$ cat src/source/fixedPointPkg.sv
package fixedPointPkg;

  //////////////////////////////////////////////////
  // Scalar formats
  //////////////////////////////////////////////////

  // Two's complement sample component
  typedef logic signed [15:0] sampleT;

  // Q1.14 twiddle component, 0x4000 is +1.0
  typedef logic signed [15:0] coefT;

  // Sum of two full-width products plus one guard bit
  typedef logic signed [32:0] productT;

  localparam int FRAC_BITS = 14;

  //////////////////////////////////////////////////
  // Complex pairs
  //////////////////////////////////////////////////

  typedef struct packed {
    sampleT re;
    sampleT im;
  } complexT;

  typedef struct packed {
    coefT cos;
    coefT sin;
  } twiddleT;

endpackage

$ cat src/source/rotatorCtrlPkg.sv
package rotatorCtrlPkg;

  // Points per FFT frame
  localparam int FRAME_LEN = 24;

  typedef logic [4:0] indexT;

  //////////////////////////////////////////////////
  // Stage links
  //////////////////////////////////////////////////

  // Indexer to table lookup
  typedef struct packed {
    logic                   valid;
    logic                   frameStart;
    indexT                  index;
    fixedPointPkg::complexT sample;
  } indexedT;

  // Table lookup to multiplier
  typedef struct packed {
    logic                   valid;
    logic                   frameStart;
    fixedPointPkg::complexT sample;
    fixedPointPkg::twiddleT twiddle;
  } weightedT;

endpackage

$ cat src/source/sampleIndexer.sv
`timescale 1ns/10ps

module sampleIndexer
  (
  input  logic                    CLK,
  input  logic                    ARST,
  input  logic                    inValid,
  input  fixedPointPkg::complexT  inSample,
  output rotatorCtrlPkg::indexedT stageOut
  );

  import rotatorCtrlPkg::*;

  indexT frameIndex;

  // Frame counter, only accepted samples move it
  always_ff @(posedge CLK or posedge ARST)
  begin
    if (ARST)
    begin
      frameIndex <= '0;
    end
    else if (inValid)
    begin
      if (frameIndex == indexT'(FRAME_LEN - 1))
      begin
        frameIndex <= '0;
      end
      else
      begin
        frameIndex <= frameIndex + 1'b1;
      end
    end
  end

  // Tag sample with the index it consumed
  always_ff @(posedge CLK or posedge ARST)
  begin
    if (ARST)
    begin
      stageOut <= '0;
    end
    else
    begin
      stageOut.valid      <= inValid;
      stageOut.frameStart <= inValid && (frameIndex == '0);
      stageOut.index      <= frameIndex;
      stageOut.sample     <= inSample;
    end
  end

  indexInRange : assert property (@(posedge CLK) disable iff (ARST)
    frameIndex <= indexT'(FRAME_LEN - 1));

endmodule

$ cat src/source/twiddleRom.sv
`timescale 1ns/10ps

module twiddleRom
  (
  input  logic                     CLK,
  input  logic                     ARST,
  input  rotatorCtrlPkg::indexedT  stageIn,
  output rotatorCtrlPkg::weightedT stageOut
  );

  import fixedPointPkg::*;

  twiddleT coefLookup;

  //////////////////////////////////////////////////
  // Twiddle table in Q1.14
  //////////////////////////////////////////////////

  always_comb
  begin
    case (stageIn.index)
      5'd0:    coefLookup = '{cos: 16'h4000, sin: 16'h0000};
      5'd1:    coefLookup = '{cos: 16'hEF70, sin: 16'h3DD1};
      5'd2:    coefLookup = '{cos: 16'hC894, sin: 16'hE001};
      5'd3:    coefLookup = '{cos: 16'h2D41, sin: 16'hD2BF};
      5'd4:    coefLookup = '{cos: 16'h2000, sin: 16'h376C};
      5'd5:    coefLookup = '{cos: 16'hC22F, sin: 16'h1090};
      // Quarter turn with sin = -1
      5'd6:    coefLookup = '{cos: 16'h0000, sin: 16'hC000};
      5'd7:    coefLookup = '{cos: 16'h3DD1, sin: 16'h1090};
      5'd8:    coefLookup = '{cos: 16'hE001, sin: 16'h376C};
      5'd9:    coefLookup = '{cos: 16'hD2BF, sin: 16'hD2BF};
      5'd10:   coefLookup = '{cos: 16'h376C, sin: 16'hE000};
      5'd11:   coefLookup = '{cos: 16'h1090, sin: 16'h3DD1};
      5'd12:   coefLookup = '{cos: 16'hC000, sin: 16'h0000};
      5'd13:   coefLookup = '{cos: 16'h1090, sin: 16'hC22F};
      5'd14:   coefLookup = '{cos: 16'h376C, sin: 16'h1FFF};
      5'd15:   coefLookup = '{cos: 16'hD2BF, sin: 16'h2D41};
      5'd16:   coefLookup = '{cos: 16'hE000, sin: 16'hC894};
      5'd17:   coefLookup = '{cos: 16'h3DD1, sin: 16'hEF70};
      5'd18:   coefLookup = '{cos: 16'h0000, sin: 16'h4000};
      5'd19:   coefLookup = '{cos: 16'hC22F, sin: 16'hEF70};
      5'd20:   coefLookup = '{cos: 16'h1FFF, sin: 16'hC894};
      // Diagonal with both near 0.7071
      5'd21:   coefLookup = '{cos: 16'h2D41, sin: 16'h2D41};
      5'd22:   coefLookup = '{cos: 16'hC894, sin: 16'h2000};
      5'd23:   coefLookup = '{cos: 16'hEF70, sin: 16'hC22F};
      default: coefLookup = '{cos: 16'h0000, sin: 16'h0000};
    endcase
  end

  //////////////////////////////////////////////////
  // Stage register
  //////////////////////////////////////////////////

  // Sample leaves in step with its coefficients
  always_ff @(posedge CLK or posedge ARST)
  begin
    if (ARST)
    begin
      stageOut <= '0;
    end
    else
    begin
      stageOut <= '{valid:      stageIn.valid,
                    frameStart: stageIn.frameStart,
                    sample:     stageIn.sample,
                    twiddle:    coefLookup};
    end
  end

endmodule

$ cat src/source/complexMultiplier.sv
`timescale 1ns/10ps

module complexMultiplier
  (
  input  logic                     CLK,
  input  logic                     ARST,
  input  rotatorCtrlPkg::weightedT stageIn,
  output logic                     outValid,
  output logic                     outFrameStart,
  output fixedPointPkg::complexT   outSample
  );

  import fixedPointPkg::*;

  typedef logic signed [2*$bits(sampleT)-1:0] partialT;

  localparam productT satHigh = 33'sd32767;
  localparam productT satLow  = -33'sd32768;

  partialT reCos;
  partialT imSin;
  partialT reSin;
  partialT imCos;
  logic    prodValid;
  logic    prodFrameStart;
  productT reSum;
  productT imSum;

  // Round half up, then clamp to the sample range
  function automatic sampleT roundSat(input productT sum);
    productT rounded;
    rounded = (sum + productT'(2 ** (FRAC_BITS - 1))) >>> FRAC_BITS;
    if (rounded > satHigh)
      roundSat = sampleT'(satHigh);
    else if (rounded < satLow)
      roundSat = sampleT'(satLow);
    else
      roundSat = sampleT'(rounded);
  endfunction

  //////////////////////////////////////////////////
  // Stage 3, partial products
  //////////////////////////////////////////////////

  always_ff @(posedge CLK or posedge ARST)
  begin
    if (ARST)
    begin
      prodValid      <= 1'b0;
      prodFrameStart <= 1'b0;
      reCos          <= '0;
      imSin          <= '0;
      reSin          <= '0;
      imCos          <= '0;
    end
    else
    begin
      prodValid      <= stageIn.valid;
      prodFrameStart <= stageIn.frameStart;
      reCos          <= stageIn.sample.re * stageIn.twiddle.cos;
      imSin          <= stageIn.sample.im * stageIn.twiddle.sin;
      reSin          <= stageIn.sample.re * stageIn.twiddle.sin;
      imCos          <= stageIn.sample.im * stageIn.twiddle.cos;
    end
  end

  //////////////////////////////////////////////////
  // Stage 4, sum, round and saturate
  //////////////////////////////////////////////////

  always_comb
  begin
    reSum = productT'(reCos) - productT'(imSin);
    imSum = productT'(reSin) + productT'(imCos);
  end

  always_ff @(posedge CLK or posedge ARST)
  begin
    if (ARST)
    begin
      outValid      <= 1'b0;
      outFrameStart <= 1'b0;
      outSample     <= '0;
    end
    else
    begin
      outValid      <= prodValid;
      outFrameStart <= prodFrameStart;
      outSample     <= '{re: roundSat(reSum), im: roundSat(imSum)};
    end
  end

  validLatency : assert property (@(posedge CLK) disable iff (ARST)
    outValid == $past(stageIn.valid, 2));

endmodule

$ cat src/source/twiddleRotator.sv
`timescale 1ns/10ps

module twiddleRotator
  (
  input  logic                   CLK,
  input  logic                   ARST,
  input  logic                   inValid,
  input  fixedPointPkg::complexT inSample,
  output logic                   outValid,
  output fixedPointPkg::complexT outSample,
  output logic                   outFrameStart
  );

  import rotatorCtrlPkg::*;

  //////////////////////////////////////////////////
  // Stage buses
  //////////////////////////////////////////////////

  indexedT  indexedBus;
  weightedT weightedBus;

  // Index assignment
  sampleIndexer sampleIndexer_i
    (
    .CLK      (CLK),
    .ARST     (ARST),
    .inValid  (inValid),
    .inSample (inSample),
    .stageOut (indexedBus)
    );

  // Coefficient lookup
  twiddleRom twiddleRom_i
    (
    .CLK      (CLK),
    .ARST     (ARST),
    .stageIn  (indexedBus),
    .stageOut (weightedBus)
    );

  // Products, then round and saturate
  complexMultiplier complexMultiplier_i
    (
    .CLK           (CLK),
    .ARST          (ARST),
    .stageIn       (weightedBus),
    .outValid      (outValid),
    .outFrameStart (outFrameStart),
    .outSample     (outSample)
    );

endmodule

$ cat config.mk
export PLATFORM = sky130hd
export DESIGN_NAME = twiddleRotator
export DESIGN_NICKNAME = d
export VERILOG_FILES = /design/src/source/fixedPointPkg.sv /design/src/source/rotatorCtrlPkg.sv /design/src/source/sampleIndexer.sv /design/src/source/twiddleRom.sv /design/src/source/complexMultiplier.sv /design/src/source/twiddleRotator.sv
export SDC_FILE = /design/constraint.sdc
export NUM_CORES = 2
export LEC_CHECK = 0
export BUFFER_PORTS_ARGS = -buffer_cell sky130_fd_sc_hd__buf_2
export CORE_UTILIZATION = 28
export CTS_BUF_LIST = sky130_fd_sc_hd__clkbuf_4 sky130_fd_sc_hd__clkbuf_8
export CTS_CLUSTER_SIZE = 20
export DETAILED_ROUTE_END_ITERATION = 7
export PLACE_DENSITY = 0.39
export RECOVER_POWER = 100
export SYNTH_ARGS = -nofsm -noshare
export SYNTH_HDL_FRONTEND = slang
export SYNTH_HIERARCHICAL = 1
export SYNTH_SLANG_ARGS = --single-unit
$ cat constraint.sdc
create_clock -name CLK -period 8.9 [get_ports CLK]
set_input_delay 1.335 -clock CLK [delete_from_list [all_inputs] [get_ports CLK]]
set_output_delay 1.335 -clock CLK [all_outputs]
set_load 0.005 [all_outputs]
==> run_results.csv <==
group,metric,value,unit
clocking,hold_buffers,0,
grt,gr-total-overflow,0,
layout,n_fill_cell,19000,
layout,area_growth,8.43,%
timing,hold_violations,0,
place,dpl-instance-area,53400,um^2
clocking,clock_path_buffers,3,
setup_path,slowest_delay,1.51,ns
setup_path,arrival,8.65,ns
clocking,h-tree-depth,2,
clocking,root_buffer,"clkbuf_8",
clocking,cts.clk_slew.worst_paths,0.06,ns
yosys,ys_warn_count,6,
detailed_routing,routed_wirelength,139,mm
status,violations,"capacitance limit, slew limit",
yosys,syn_area_per_cell,9.73,um^2
yosys,yosysUniqueCellTypes,86,
clocking,cts_num_sinks,268,
floorplanning,dieArea,182000,um^2
detailed_routing,drt_iter0_markers,1515,
place,dp_hpwl,110,mm
floorplanning,io_pins,69,
grt,grt_start_max_net_pins,63,
status,status,"finished with violations",
setup_path,crit_required,9.58,ns
setup_path,critPathKind,"flip-flop to flip-flop",
grt,grt_pass1_wl,223,mm
yosys,synth_compound_area_frac,0.0603,
min_path,hp-class,"flip-flop to flip-flop",
yosys,synthCells,5189,
yosys,async_flop_share,1.00,
floorplanning,coreArea,179000,um^2
floorplanning,rows,155,
detailed_routing,drtAntennaViolNets,0,
clocking,cts_made_buffers,59,
setup_path,crit_slowest_cell,"o41ai_1",
yosys,synth_top_family_by_area,"adder cells",
grt,grt_usage,0.161,
setup_path,critPathLaunchType,"flip-flop",
timing,worstMarginPinSlew,3.71,ns
yosys,synth_nets,6732,
yosys,ys_ff_latch,268,
setup_path,crit_top_cell,"fa_1",
timing,fin_tns_setup,0,ns
timing,clock_skew,0.0600,ns
place,gp_congestion,0.787,
setup_path,crit_chain,"buf_4 -> nand2_1 -> fa_1 -> fa_1 -> inv_1 -> ha_1 -> fa_1 -> ha_1 -> inv_1 -> fa_1 -> inv_1 -> ha_1 -> nor2b_1 -> o21a_1 -> o41ai_1 -> a2bb2oi_1 -> a211oi_1 -> a211o_1 -> a21oi_1 -> xnor2_1",
detailed_routing,wl_per_cell,18.3,um
detailed_routing,vias,33500,
setup_path,path_max_fanout,35,
timing,max_freq,0.125,GHz
timing,period_minus_slack,7.98,ns
yosys,syn-cell-area,50500,um^2
setup_path,path_delay_family,"adder cells",
yosys,synth-xor-area-share,0.0305,
job,drv_cap,10,
yosys,synth_simple_gate_area_frac,0.135,
timing,fin_crit_sh,0.896,
timing,relSlewSlack,-1.47,
floorplanning,die_h,427,um
clocking,cts_setup_buffers,0,
layout,design_area,54700,um^2
clocking,cts_tree,"yes",
timing,grt_setup_unrepaired,"no",
place,portBuffers,68,
yosys,synth_edf_count,0,
clocking,clock_latency,0.77,ns
floorplanning,dieWidth,427,um
clocking,cts_resized,0,
timing,setup_violations,0,
layout,utilization,0.306,
timing,drv_slew,383,
grt,grt_pass1_vias,37900,
place,place_ws,1.63,ns
timing,fin_ws,0.923,ns
yosys,yosysSeqAreaShare,0.133,
detailed_routing,via_per_inst,4.43,
setup_path,end_kind,"flip-flop",
setup_path,crit_buf_inv,4,
detailed_routing,firstDrtPassIters,7,
yosys,ys.flop_type,"dfrtp_1",
floorplanning,initial_utilization,0.282,
detailed_routing,drc,0,
layout,fin_nets,6702,
yosys,synthAdderAreaFrac,0.530,
grt,antenna_found_initial,5,
layout,drive_gt1_frac,0.0507,
yosys,synthMuxAreaShare,0.00424,
## layout make-up
class / instances / area (um^2) / area share
Multi-Input combinational cell: 3507 / 38300 / 0.700
Sequential cell: 268 / 6730 / 0.123
Inverter: 1190 / 4470 / 0.0816
Tap cell: 2355 / 2950 / 0.0538
Clock buffer: 73 / 961 / 0.0176
Timing Repair Buffer: 133 / 796 / 0.0145
Clock inverter: 39 / 520 / 0.00951
Antenna cell: 2 / 5.00 / 0.0000914
## final timing paths
kind / from / to / slack, ns / cells past startpoint
max: twiddleRom_i/stageOut[9]$_DFF_PP0_ / complexMultiplier_i/imSin[25]$_DFF_PP0_ / 0.92 / 20
min: sampleIndexer_i/stageOut[30]$_DFF_PP0_ / twiddleRom_i/stageOut[62]$_DFF_PP0_ / 0.34 / 0
min in group asynchronous: ARST / twiddleRom_i/stageOut[65]$_DFF_PP0_ / 0.74 / 2
min reg2reg: sampleIndexer_i/stageOut[30]$_DFF_PP0_ / twiddleRom_i/stageOut[62]$_DFF_PP0_ / 0.34 / 0
max in group asynchronous: ARST / complexMultiplier_i/reSin[31]$_DFF_PP0_ / 2.99 / 3
max reg2reg: twiddleRom_i/stageOut[9]$_DFF_PP0_ / complexMultiplier_i/imSin[25]$_DFF_PP0_ / 0.92 / 20
## metrics by stage
| stage | instances | hold slack (ns) |
|---|---|---|
| after floorplan | 5189 | 0.331 |
| after global placement | 7453 | 0.333 |
| after detailed placement | 7453 | 0.335 |
| after CTS | 7565 | 0.345 |
| after global routing | 7566 | 0.356 |
| final | 7567 | 0.341 |
## per-layer routing
metal,vias to the layer above,track usage,routed length [um]
met2,392,0.276,68500
met3,100,0.0150,3500
met5,-,0,13
li1,15500,-,-
met1,17600,0.219,64400
met4,2,0.0329,2400
## cells in the mapped netlist (all sizes together) (6+ instances only)
cell	instances	area, um^2
a211o	8	70.1
a211oi	20	163
a21o	84	647
a21oi	117	601
a31oi	15	93.8
and2	501	3130
and3	18	113
buf	31	216
clkbuf	193	724
dfrtp	268	6710
fa	1048	21000
ha	460	5760
inv	1190	4470
mux2i	9	90.1
nand2	538	2020
nand2b	40	250
nand3	27	135
nand4	12	75.1
nor2	126	473
nor2b	27	171
nor3	29	145
nor3b	7	52.6
o211ai	15	113
o21a	21	158
o21ai	72	372
o21bai	18	135
o31a	6	52.6
o31ai	8	60.1
or2	6	37.5
or3	9	56.3
xnor2	136	1190
xor2	40	350
## sequential cells by signal, indices dropped and copies added, names as in the netlist
name                                flops
twiddleRom_i/stageOut                  60
sampleIndexer_i/stageOut               39
complexMultiplier_i/imCos              32
complexMultiplier_i/imSin              32
complexMultiplier_i/outSample          32
complexMultiplier_i/reCos              32
complexMultiplier_i/reSin              32
sampleIndexer_i/frameIndex              5
complexMultiplier_i/outFrameStart       1
complexMultiplier_i/outValid            1
complexMultiplier_i/prodFrameStart      1
complexMultiplier_i/prodValid           1
## placed cells by master, fill, tap and decap left out, drive strengths merged, types with 12 or more instances in the layout
master and n:
inv 1190, fa 1048, nand2 538, and2 501
ha 460, dfrtp 268, xnor2 136, nor2 126
a21oi 117, clkbuf 113, buf 93, a21o 84
o21ai 72, nand2b 40, xor2 40, nor3 29
nand3 27, nor2b 27, o21a 21, a211oi 20
clkinv 19, and3 18, o21bai 18, o211ai 15
a31oi 15, nand4 12
## cell families (layout without fill, tap and decap cells)
kind of cell               after synthesis  after routing
adders and majority gates             1508           1508
buffers and inverters                 1414           1435
and+or+nand+nor                       1361           1361
AOI/OAI and AO/OA                      445            445
DFF                                    268            268
xor gates and xnor gates               176            176
muxes                                   17             17
other                                    0              2
Power is not shown: default switching activity piles up to over one toggle a cycle in this logic, so the estimate is an artifact.
